File: src/hw/trapPkg.sv
package trapPkg;

    localparam int XLEN       = 32;
    localparam int REG_ADDR_W = 3;

    typedef logic [XLEN-1:0]       word_t;
    typedef logic [XLEN-1:0]       excCause_t;
    typedef logic [REG_ADDR_W-1:0] regAddr_t;

    // mcause codes, interrupt flag in the top bit
    localparam excCause_t M_INSTR_MISALIGN = 32'd0;
    localparam excCause_t M_INSTR_AFAULT   = 32'd1;
    localparam excCause_t M_ILL_INSTR      = 32'd2;
    localparam excCause_t M_LOAD_MISALIGN  = 32'd4;
    localparam excCause_t M_LOAD_AFAULT    = 32'd5;
    localparam excCause_t M_STORE_MISALIGN = 32'd6;
    localparam excCause_t M_STORE_AFAULT   = 32'd7;
    localparam excCause_t M_TIMER_INT      = 32'h8000_0007;

    // Memory ops all carry bit 3
    typedef enum logic [3:0] {
        MEM_NONE = 4'h0,
        MEM_LB   = 4'h8,
        MEM_LH   = 4'h9,
        MEM_LW   = 4'hA,
        MEM_LBU  = 4'hB,
        MEM_LHU  = 4'hC,
        MEM_SB   = 4'hD,
        MEM_SH   = 4'hE,
        MEM_SW   = 4'hF
    } memInstType_t;

    localparam word_t PC_VALID_RANGE_BASE   = 32'h0000_1000;
    localparam word_t PC_VALID_RANGE_LIMIT  = 32'h0000_7FFF;
    localparam word_t MEM_VALID_RANGE_BASE  = 32'h0000_8000;
    localparam word_t MEM_VALID_RANGE_LIMIT = 32'h0000_FFFF;
    localparam word_t MMIO_EXEMPT_ADDR      = 32'h0000_0100;

    // Register map, word index
    localparam regAddr_t REG_MTIME    = 3'd0;
    localparam regAddr_t REG_MTIMECMP = 3'd1;
    localparam regAddr_t REG_MTVEC    = 3'd2;
    localparam regAddr_t REG_MEPC     = 3'd3;
    localparam regAddr_t REG_MCAUSE   = 3'd4;
    localparam regAddr_t REG_MTVAL    = 3'd5;
    localparam regAddr_t REG_MSTATUS  = 3'd6;

    localparam int MSTATUS_MIE_BIT = 3;

    typedef struct packed {
        logic         valid;
        logic         shouldJump;
        word_t        pcJumpDst;
        word_t        pc;
        word_t        dataAddress;
        memInstType_t memInstType;
        logic         instInvalid;
        logic         priv;
        excCause_t    privCause;
    } retireInfo_t;

    typedef struct packed {
        logic      present;
        excCause_t cause;
        word_t     info;
    } excReport_t;

    typedef struct packed {
        logic     wr;
        regAddr_t addr;
        word_t    wdata;
    } regReq_t;

endpackage

File: src/hw/excDetect.sv
`timescale 1ns/1ns

module excDetect (
    input  logic                 mtimeExc_i,
    input  trapPkg::retireInfo_t retire_i,
    output trapPkg::excReport_t  report_o
);
    import trapPkg::*;

    logic isLoad;
    logic isStore;
    logic isHalf;
    logic isWord;
    logic memAccess;
    logic jumpMisaligned;
    logic pcOutOfRange;
    logic dataOutOfRange;
    logic dataMisaligned;

    // Classify the access
    always_comb begin
        isLoad  = 1'b0;
        isStore = 1'b0;
        isHalf  = 1'b0;
        isWord  = 1'b0;
        case (retire_i.memInstType)
            MEM_LB, MEM_LBU: begin
                isLoad = 1'b1;
            end
            MEM_LH, MEM_LHU: begin
                isLoad = 1'b1;
                isHalf = 1'b1;
            end
            MEM_LW: begin
                isLoad = 1'b1;
                isWord = 1'b1;
            end
            MEM_SB: begin
                isStore = 1'b1;
            end
            MEM_SH: begin
                isStore = 1'b1;
                isHalf  = 1'b1;
            end
            MEM_SW: begin
                isStore = 1'b1;
                isWord  = 1'b1;
            end
            default: begin
            end
        endcase
    end

    assign memAccess = isLoad | isStore;

    assign jumpMisaligned = retire_i.shouldJump && (retire_i.pcJumpDst[1:0] != 2'b00);

    assign pcOutOfRange = (retire_i.pc < PC_VALID_RANGE_BASE) ||
                          (retire_i.pc > PC_VALID_RANGE_LIMIT);

    // MMIO word sits outside the data range but is still legal
    assign dataOutOfRange = (retire_i.dataAddress != MMIO_EXEMPT_ADDR) &&
                            ((retire_i.dataAddress < MEM_VALID_RANGE_BASE) ||
                             (retire_i.dataAddress > MEM_VALID_RANGE_LIMIT));

    // Halfword at offset 1 or 3, word at any nonzero offset
    assign dataMisaligned = (isHalf && retire_i.dataAddress[0]) ||
                            (isWord && (retire_i.dataAddress[1:0] != 2'b00));

    // Priority chain, highest first
    always_comb begin
        report_o = '0;
        if (jumpMisaligned) begin
            report_o.present = 1'b1;
            report_o.cause   = M_INSTR_MISALIGN;
            report_o.info    = retire_i.pcJumpDst;
        end else if (pcOutOfRange) begin
            report_o.present = 1'b1;
            report_o.cause   = M_INSTR_AFAULT;
            report_o.info    = retire_i.pc;
        end else if (retire_i.instInvalid) begin
            report_o.present = 1'b1;
            report_o.cause   = M_ILL_INSTR;
            report_o.info    = retire_i.pc;
        end else if (retire_i.priv) begin
            report_o.present = 1'b1;
            report_o.cause   = retire_i.privCause;
            report_o.info    = retire_i.pc;
        end else if (memAccess && dataOutOfRange) begin
            report_o.present = 1'b1;
            report_o.cause   = isLoad ? M_LOAD_AFAULT : M_STORE_AFAULT;
            report_o.info    = retire_i.dataAddress;
        end else if (memAccess && dataMisaligned) begin
            report_o.present = 1'b1;
            report_o.cause   = isLoad ? M_LOAD_MISALIGN : M_STORE_MISALIGN;
            report_o.info    = retire_i.dataAddress;
        end else if (mtimeExc_i) begin
            // Interrupt carries no trap value
            report_o.present = 1'b1;
            report_o.cause   = M_TIMER_INT;
        end
    end

endmodule

File: src/hw/machineTimer.sv
`timescale 1ns/1ns

module machineTimer (
    input  logic             clk,
    input  logic             arstN_i,
    input  trapPkg::regReq_t req_i,
    output trapPkg::word_t   mtime_o,
    output trapPkg::word_t   mtimecmp_o,
    output logic             timerPending_o
);
    import trapPkg::*;

    word_t mtime;
    word_t mtimecmp;
    logic  timerPending;

    // Free running, not writable from the bus
    always_ff @(posedge clk or negedge arstN_i) begin
        if (!arstN_i) begin
            mtime <= '0;
        end else begin
            mtime <= mtime + word_t'(1);
        end
    end

    // All ones keeps the interrupt quiet out of reset
    always_ff @(posedge clk or negedge arstN_i) begin
        if (!arstN_i) begin
            mtimecmp <= '1;
        end else if (req_i.wr && (req_i.addr == REG_MTIMECMP)) begin
            mtimecmp <= req_i.wdata;
        end
    end

    // Registered compare, so a new mtimecmp is seen one cycle later
    always_ff @(posedge clk or negedge arstN_i) begin
        if (!arstN_i) begin
            timerPending <= 1'b0;
        end else begin
            timerPending <= (mtime >= mtimecmp);
        end
    end

    assign mtime_o        = mtime;
    assign mtimecmp_o     = mtimecmp;
    assign timerPending_o = timerPending;

endmodule

File: src/hw/trapCsr.sv
`timescale 1ns/1ns

module trapCsr (
    input  logic                 clk,
    input  logic                 arstN_i,
    input  trapPkg::regReq_t     req_i,
    input  trapPkg::retireInfo_t retire_i,
    input  logic                 timerPending_i,
    output trapPkg::word_t       rdata_o,
    output logic                 trapTaken_o,
    output trapPkg::excCause_t   excCause_o,
    output trapPkg::word_t       trapTarget_o
);
    import trapPkg::*;

    word_t      mtvec;
    word_t      mepc;
    excCause_t  mcause;
    word_t      mtval;
    logic       mstatusMie;
    logic       mtimeExc;
    excReport_t report;

    // Interrupt only requested while globally enabled
    assign mtimeExc = timerPending_i & mstatusMie;

    excDetect u_excDetect (
        .mtimeExc_i (mtimeExc),
        .retire_i   (retire_i),
        .report_o   (report)
    );

    assign trapTaken_o  = retire_i.valid & report.present;
    assign excCause_o   = report.cause;
    assign trapTarget_o = mtvec;

    // Direct mode only, base is word aligned
    always_ff @(posedge clk or negedge arstN_i) begin
        if (!arstN_i) begin
            mtvec <= '0;
        end else if (req_i.wr && (req_i.addr == REG_MTVEC)) begin
            mtvec <= {req_i.wdata[XLEN-1:2], 2'b00};
        end
    end

    always_ff @(posedge clk or negedge arstN_i) begin
        if (!arstN_i) begin
            mepc   <= '0;
            mcause <= '0;
            mtval  <= '0;
        end else if (trapTaken_o) begin
            mepc   <= retire_i.pc;
            mcause <= report.cause;
            mtval  <= report.info;
        end
    end

    // Trap entry wins over a same-cycle mstatus write
    always_ff @(posedge clk or negedge arstN_i) begin
        if (!arstN_i) begin
            mstatusMie <= 1'b0;
        end else if (trapTaken_o) begin
            mstatusMie <= 1'b0;
        end else if (req_i.wr && (req_i.addr == REG_MSTATUS)) begin
            mstatusMie <= req_i.wdata[MSTATUS_MIE_BIT];
        end
    end

    always_comb begin
        rdata_o = '0;
        case (req_i.addr)
            REG_MTVEC:   rdata_o = mtvec;
            REG_MEPC:    rdata_o = mepc;
            REG_MCAUSE:  rdata_o = mcause;
            REG_MTVAL:   rdata_o = mtval;
            REG_MSTATUS: rdata_o[MSTATUS_MIE_BIT] = mstatusMie;
            default: begin
            end
        endcase
    end

endmodule

File: src/hw/trapUnit.sv
`timescale 1ns/1ns

module trapUnit (
    input  logic                 clk,
    input  logic                 arstN_i,
    input  logic                 wbCyc_i,
    input  logic                 wbStb_i,
    input  logic                 wbWe_i,
    input  trapPkg::regAddr_t    wbAdr_i,
    input  trapPkg::word_t       wbDat_i,
    output trapPkg::word_t       wbDat_o,
    output logic                 wbAck_o,
    input  trapPkg::retireInfo_t retire_i,
    output logic                 trapTaken_o,
    output trapPkg::excCause_t   excCause_o,
    output trapPkg::word_t       trapTarget_o
);
    import trapPkg::*;

    regReq_t regReq;
    word_t   csrRdata;
    word_t   mtime;
    word_t   mtimecmp;
    logic    timerPending;

    wbRegBus u_wbRegBus (
        .clk        (clk),
        .arstN_i    (arstN_i),
        .wbCyc_i    (wbCyc_i),
        .wbStb_i    (wbStb_i),
        .wbWe_i     (wbWe_i),
        .wbAdr_i    (wbAdr_i),
        .wbDat_i    (wbDat_i),
        .wbDat_o    (wbDat_o),
        .wbAck_o    (wbAck_o),
        .req_o      (regReq),
        .csrRdata_i (csrRdata),
        .mtime_i    (mtime),
        .mtimecmp_i (mtimecmp)
    );

    machineTimer u_machineTimer (
        .clk            (clk),
        .arstN_i        (arstN_i),
        .req_i          (regReq),
        .mtime_o        (mtime),
        .mtimecmp_o     (mtimecmp),
        .timerPending_o (timerPending)
    );

    trapCsr u_trapCsr (
        .clk            (clk),
        .arstN_i        (arstN_i),
        .req_i          (regReq),
        .retire_i       (retire_i),
        .timerPending_i (timerPending),
        .rdata_o        (csrRdata),
        .trapTaken_o    (trapTaken_o),
        .excCause_o     (excCause_o),
        .trapTarget_o   (trapTarget_o)
    );

endmodule

File: src/hw/wbRegBus.sv
`timescale 1ns/1ns

module wbRegBus (
    input  logic              clk,
    input  logic              arstN_i,
    input  logic              wbCyc_i,
    input  logic              wbStb_i,
    input  logic              wbWe_i,
    input  trapPkg::regAddr_t wbAdr_i,
    input  trapPkg::word_t    wbDat_i,
    output trapPkg::word_t    wbDat_o,
    output logic              wbAck_o,
    output trapPkg::regReq_t  req_o,
    input  trapPkg::word_t    csrRdata_i,
    input  trapPkg::word_t    mtime_i,
    input  trapPkg::word_t    mtimecmp_i
);
    import trapPkg::*;

    logic  ack;
    logic  access;
    word_t rdata;

    // No access is started while ack is up, so ack never repeats
    assign access = wbCyc_i & wbStb_i & ~ack;

    always_ff @(posedge clk or negedge arstN_i) begin
        if (!arstN_i) begin
            ack <= 1'b0;
        end else begin
            ack <= access;
        end
    end

    // Write lands on the edge that raises ack
    assign req_o.wr    = access & wbWe_i;
    assign req_o.addr  = wbAdr_i;
    assign req_o.wdata = wbDat_i;

    // Timer words live here, the rest come from trapCsr
    always_ff @(posedge clk) begin
        if (access) begin
            case (wbAdr_i)
                REG_MTIME:    rdata <= mtime_i;
                REG_MTIMECMP: rdata <= mtimecmp_i;
                default:      rdata <= csrRdata_i;
            endcase
        end
    end

    assign wbDat_o = rdata;
    assign wbAck_o = ack;

endmodule

File: config.mk
export PLATFORM = sky130hd
export DESIGN_NAME = trapUnit
export DESIGN_NICKNAME = d
export VERILOG_FILES = /design/src/hw/trapPkg.sv /design/src/hw/excDetect.sv /design/src/hw/machineTimer.sv /design/src/hw/trapCsr.sv /design/src/hw/trapUnit.sv /design/src/hw/wbRegBus.sv
export SDC_FILE = /design/constraint.sdc
export NUM_CORES = 1
export LEC_CHECK = 0
export ABC_CLOCK_PERIOD_IN_PS = 7680
export BUFFER_PORTS_ARGS = -buffer_cell sky130_fd_sc_hd__clkbuf_2
export CORE_MARGIN = 8
export CORE_UTILIZATION = 33
export CTS_CLUSTER_DIAMETER = 100
export DETAILED_ROUTE_END_ITERATION = 7
export MAX_ROUTING_LAYER = met4
export PLACE_DENSITY = 0.52
export RECOVER_POWER = 50
export SETUP_SLACK_MARGIN = 0.4
export SLEW_MARGIN = 20
export SYNTH_ARGS = -nofsm -noshare
export SYNTH_HDL_FRONTEND = slang
export SYNTH_HIERARCHICAL = 1
export SYNTH_SLANG_ARGS = --single-unit
File: constraint.sdc
create_clock -name clk -period 7.68 [get_ports clk]
set_clock_uncertainty 0.1 [all_clocks]
set_input_delay 1.536 -clock clk [delete_from_list [all_inputs] [get_ports clk]]
set_output_delay 1.536 -clock clk [all_outputs]
set_load 0.005 [all_outputs]
# Yosys cells after proc, flatten, opt, wreduce, memory -nomap -nowiden
# Index checks and enable logic that the tools add are counted.
[totals] reg_bits=225 out_inout_bits=98 wordCells=78
[op_classes] addsub=1 magnitude_cmp=5 eq_ne=15 mux=20 bitwise_logic=7 reduce_logical=20
[op_table] op="$mux W65" count=5
[op_table] op="$pmux W28 S4" count=1
[op_table] op="$mux W33" count=2
[op_table] op="$pmux W32 S2" count=1
[op_table] op="$add A32 B1 Y32 const B" count=1
[op_table] op="$eq A4 B4 Y1 const B" count=8
[op_table] op="$ge A32 B32 Y1" count=1
[op_table] op="$gt A32 B15 Y1 const B" count=1
[op_table] op="$gt A32 B16 Y1 const B" count=1
[op_table] op="$lt A32 B13 Y1 const B" count=1
[op_table] op="$lt A32 B16 Y1 const B" count=1
[op_table] op="$mux W32" count=1
[op_table] op="$ne A32 B9 Y1 const B" count=1
[op_table] op="$pmux W3 S4" count=1
[op_table] op="$eq A3 B3 Y1 const B" count=3
[op_table] op="$logic_and A1 B1 Y1" count=9
[op_table] op="$eq A3 B2 Y1 const B" count=2
[op_table] op="$mux W1" count=6
[op_table] op="$reduce_bool A2 Y1" count=3
[op_table] op="$reduce_or A3 Y1" count=2
[op_table] op="$and A1 B1 Y1" count=5
[op_table] op="$pmux W1 S5" count=1
[op_table] op="$reduce_or A5 Y1" count=1
[op_table] op="$mux W2" count=2
[op_table] op="other kinds (6)" count=8

# Longest topological paths before layout
[depth] depth_word=14 depth_mapped=10 ltp_nobuf=7

# Cells and area by module
# The synthesis kept the hierarchy.
[by_module_without_submodules] mod="trapCsr" n_inst=1 cells_each=391 area_per_inst_um2=5830.6
[by_module_without_submodules] mod="machineTimer" n_inst=1 cells_each=330 area_per_inst_um2=3389.5
[by_module_without_submodules] mod="wbRegBus" n_inst=1 cells_each=181 area_per_inst_um2=2037.0
[by_module_without_submodules] mod="excDetect" n_inst=1 cells_each=213 area_per_inst_um2=1197.4

# Worst setup path before layout
# No wires, ideal clock.
[synth_path] path_type="input -> output" startpoint="in retire_i[87] (netlist name)" endpoint="out trapTaken_o" arrival_ps=3330 required_time_ps=6044 slack_ps=2714 cell_stages=7 n_path_buf=2 cell_sequence="or4_4 -> nor3_2 -> nand2_1 -> or4_1 -> and2_1 -> buf_2 -> buf_2"
[synth_lines] element="start: declaration" line_no="trapUnit.sv:13" rtl="input trapPkg::retireInfo_t retire_i,"
[synth_lines] element="end: declaration" line_no="trapUnit.sv:14" rtl="output logic trapTaken_o,"

==> qor.log <==
[run_status] status finished, violations left
[run_status] failing checks capacitance limit, slew limit
[logic_synthesis] Seq cells post-synth 225
[route] via count of the routed design 9349
[route] average detailed-routed wire length per instance 22.2 um
[logic_synthesis] most frequent cells after synthesis 161 x sky130_fd_sc_hd__dfrtp_1, 98 x sky130_fd_sc_hd__mux2_2, 87 x sky130_fd_sc_hd__mux2i_1
[floorplanning] die width 210 um
[pwr] power after layout 3.21 mW
[logic_synthesis] largest area contributor in the netlist sky130_fd_sc_hd__dfrtp_1
[layout] share of layout cells above drive strength 1 0.369
[floorplanning] effective utilization at floorplan 0.333
[floorplanning] Die Area 44200 um^2
[logic_synthesis] cell with the most instances after synthesis sky130_fd_sc_hd__dfrtp_1
[grt] via count of the first global-routing pass 9780
[route] final wirelength 41.3 mm
[route] 1st-pass router iterations 5
[route] violation count after the first detailed-route iteration 505
[pwr] Clk pwr share 0.388
[route] detail-routed via count per cell 5.03
[clock_network] clock sink total 225
[clock_network] Longest Clk Path Bufs 3
[pwr] switching power of the nets 0.890 mW
[timing] Relative slew margins -2.21
[flow_run] number of maximum-capacitance violations 2
[critical_path] crit path max-delay cell type sky130_fd_sc_hd__or4_1
[grt] GRT Total Usage 0.185
[placement] gp weighted congestion 0.890
[grt] largest net degree at the start of global routing 86
[placement] instance area at placement 13900 um^2
[clock_network] total CTS buffers 28
[timing] setup violation total in the final timing report 0
[timing] sum of negative setup slack 0 ns
[pwr] Int Pwr 2.32 mW
[clock_network] clock slew at reported path FFs 0.06 ns
[critical_path] Critical Path Max Stage Delay 0.54 ns
[timing] worst-margin pin slew 4.81 ns
[pwr] Peak VDD IR 0.000139 V
[pwr] part of the total power dissipated in combinational logic 0.158
[grt] number of antenna violations at the first check in global routing 1
[clock_network] clock tree from TritonCTS done
[critical_path] Critical Path RT 6.04 ns
[floorplanning] Die Span Y 210 um
[grt] first-pass GRT wire length 61.9 mm
[timing] RSZ-0062 raised after global routing false
[floorplanning] # IOs 274
[route] total DRC errors in the routed layout 0
[layout] net total in the final layout 1534
[critical_path] kind of cell adding the most delay to the critical path simple AND/OR/NAND/NOR gates
[floorplanning] count of standard-cell rows 71
[timing] worst hold slack across all endpoints 0.407 ns
[clock_network] insertion delay of the later-clocked pin in the worst-skew pair 0.53 ns
[pwr] Leak Pwr 6.86 nW
[logic_synthesis] netlist area before placement 12500 um^2
[layout] Non-Filler Cell Area, Final 14700 um^2
[clock_network] Hold-fix buffers, CTS 0
[logic_synthesis] fraction of the yosys area taken by sequential cells 0.468
[critical_path] crit path capture type output port
[timing] Final Slew Violations 120
[critical_path] arrival time worst endpoint 4.11 ns
[critical_path] Critical Path Fanout Max 48
[pwr] PD cells 219 nW/um^2
[logic_synthesis] Async SR Flop Fraction 0.858
[logic_synthesis] Unique masters post-synth 73
[floorplanning] area inside the core boundary 37400 um^2
[route] number of nets still failing antenna checks after routing 0
[timing] clock period minus worst slack 5.75 ns
[critical_path] buffering stage count on the worst path with inverters included 2
[critical_path] list of cells traversed by the critical path clkbuf_2, nor4_1, nand2_1, nor3_2, nand2_1, or4_1, and2_4, clkbuf_2
[timing] part of the cycle the worst path needs 0.748
[timing] final critical-path setup slack 1.93 ns
[logic_synthesis] count of flip-flops with a built-in enable after synthesis 32
[logic_synthesis] top cells by area in the synthesized netlist sky130_fd_sc_hd__dfrtp_1 32%, sky130_fd_sc_hd__mux2_2 8.9%, sky130_fd_sc_hd__edfxtp_1 7.7%
[grt] total grt overflow 0
[min_path] min-delay worst type flop to flop
[critical_path] Setup CP Type input pin to output port
[critical_path] kind of start point of the critical path input pin
[pwr] switching part of the total power 0.277
[clock_network] buffers inserted during post-CTS setup optimization 0
[timing] maximum clock frequency 174 MHz
[logic_synthesis] total of warnings raised by yosys 6
[clock_network] PostCTS Resize Cnt 0
[placement] total of buffers placed on input and output ports 271
[timing] total count of hold-check failures in the final report 0
[logic_synthesis] Post-Synthesis Cells 1115
[logic_synthesis] most instantiated flip-flop cell in the synthesis netlist sky130_fd_sc_hd__dfrtp_1
[clock_network] root cell of the clock tree sky130_fd_sc_hd__clkbuf_16
[layout] signed area change from the synthesized netlist to the final layout 18.0%
[pwr] power share of the sequential group 0.454
[logic_synthesis] share of Yosys cell area claimed by the top area cell type 0.323
[placement] half-perimeter wire length of the detailed placement result 31.1 mm
[clock_network] count of H-tree levels built during CTS 1
[placement] placement-stage worst setup slack 1.82 ns
[logic_synthesis] Post-Synthesis Mean Instance Area 11.2 um^2
-- worst paths after layout --
check / to / cells past startpoint / slack (ns) / startpoint
worst max-delay path: trapTaken_o / 8 / 1.93 / retire_i[100]
min in group asynchronous: u_machineTimer/mtime_o[0] / 1 / 2.64 / arstN_i
max in group asynchronous: u_trapCsr/mcause[21] / 1 / 2.13 / arstN_i
worst max register to register: u_trapCsr/mcause[13] / 5 / 4.89 / u_trapCsr/mstatusMie
worst min-delay path: u_trapCsr/mcause[0] / 1 / 0.41 / u_trapCsr/mcause[0]
worst min register to register: u_trapCsr/mcause[0] / 1 / 0.41 / u_trapCsr/mcause[0]
-- per-layer routing --
layer / GRT usage / vias to the layer above / wire length (um)
met4: 0.0471 / 0 / 926
li1: - / 4441 / -
met5: - / - / 0
met1: 0.252 / 4601 / 19600
met2: 0.286 / 256 / 18800
met3: 0.0287 / 51 / 2060
-- layout make-up --
cell class,instances,area [um^2]
antenna,1,2.50
clock buffer,32,747
inverter,38,143
multi-input combinational,749,5780
sequential,225,5830
timing repair buffer,283,1430
fill,3690,22700
tap,511,639
clock inverter,20,121
-- cells in the final DEF (no fill, tap or decap), types with 10 or more instances in the layout --
cell type and instances:
sky130_fd_sc_hd__clkbuf_1 15, sky130_fd_sc_hd__mux2_4 30, sky130_fd_sc_hd__clkbuf_2 258, sky130_fd_sc_hd__o21ai_1 32, sky130_fd_sc_hd__nand4_1 13, sky130_fd_sc_hd__a31oi_1 18
sky130_fd_sc_hd__nor2_1 46, sky130_fd_sc_hd__dfstp_2 32, sky130_fd_sc_hd__xor2_1 11, sky130_fd_sc_hd__mux2i_1 87, sky130_fd_sc_hd__dfrtp_1 161, sky130_fd_sc_hd__clkinv_2 10
sky130_fd_sc_hd__clkbuf_16 29, sky130_fd_sc_hd__a21oi_1 43, sky130_fd_sc_hd__ha_1 33, sky130_fd_sc_hd__nand2_1 54, sky130_fd_sc_hd__buf_4 11, sky130_fd_sc_hd__nor4_1 14
sky130_fd_sc_hd__inv_1 38, sky130_fd_sc_hd__nand3_1 37, sky130_fd_sc_hd__xnor2_1 20, sky130_fd_sc_hd__and2_1 30, sky130_fd_sc_hd__mux2_2 98, sky130_fd_sc_hd__o22ai_1 25
sky130_fd_sc_hd__o21ai_0 70, sky130_fd_sc_hd__edfxtp_1 32
-- worst register-to-register path, cell delays in order (launching register included) --
cell                      delay [ns]
sky130_fd_sc_hd__dfrtp_1        0.40
sky130_fd_sc_hd__and2_1         0.28
sky130_fd_sc_hd__or4_1          0.16
sky130_fd_sc_hd__and2_4         0.57
sky130_fd_sc_hd__buf_4          0.72
sky130_fd_sc_hd__mux2_2         0.45
-- state kept, by name (all words and copies together) (netlist names) --
| register | count |
|---|---|
| u_wbRegBus/wbDat_o | 32 |
| u_machineTimer/mtimecmp_o | 32 |
| u_trapCsr/mepc | 32 |
| u_trapCsr/trapTarget_o | 30 |
| u_trapCsr/mtval | 32 |
| u_trapCsr/mcause | 32 |
| u_machineTimer/timerPending_o | 1 |
| u_wbRegBus/wbAck_o | 1 |
| u_machineTimer/mtime_o | 32 |
| u_trapCsr/mstatusMie | 1 |
-- power by group through the flow --
stage / Clock (mW) / Combinational, mW / Sequential, mW
finish: 1.25 / 0.506 / 1.46
global route: 1.33 / 0.557 / 1.47
CTS: 1.29 / 0.514 / 1.46
detailed placement: 0 / 0.511 / 1.48
global placement: 0 / 0.505 / 1.47
floorplan: 0 / 0.313 / 1.44
-- cell families (layout without fill, tap and decap cells) --
| family | count (synthesis) | count (layout) | share of synthesized area |
|---|---|---|---|
| compound gates | 229 | 229 | 0.108 |
| xor+xnor | 31 | 31 | 0.0218 |
| fa+ha+maj | 33 | 33 | 0.0332 |
| buf+inv | 142 | 373 | 0.0680 |
| flops | 225 | 225 | 0.468 |
| mux | 215 | 215 | 0.195 |
| other cells | 1 | 3 | 0.000301 |
| simple gates | 239 | 239 | 0.106 |
-- metrics by stage --
step,cells,util
2_1_floorplan,1116,-
3_3_place_gp,1805,0.371
3_5_place_dp,1805,0.371
4_1_cts,1857,0.394
5_1_grt,1859,0.393
6_report,1859,0.393
Power figures use the tool's default switching activity.
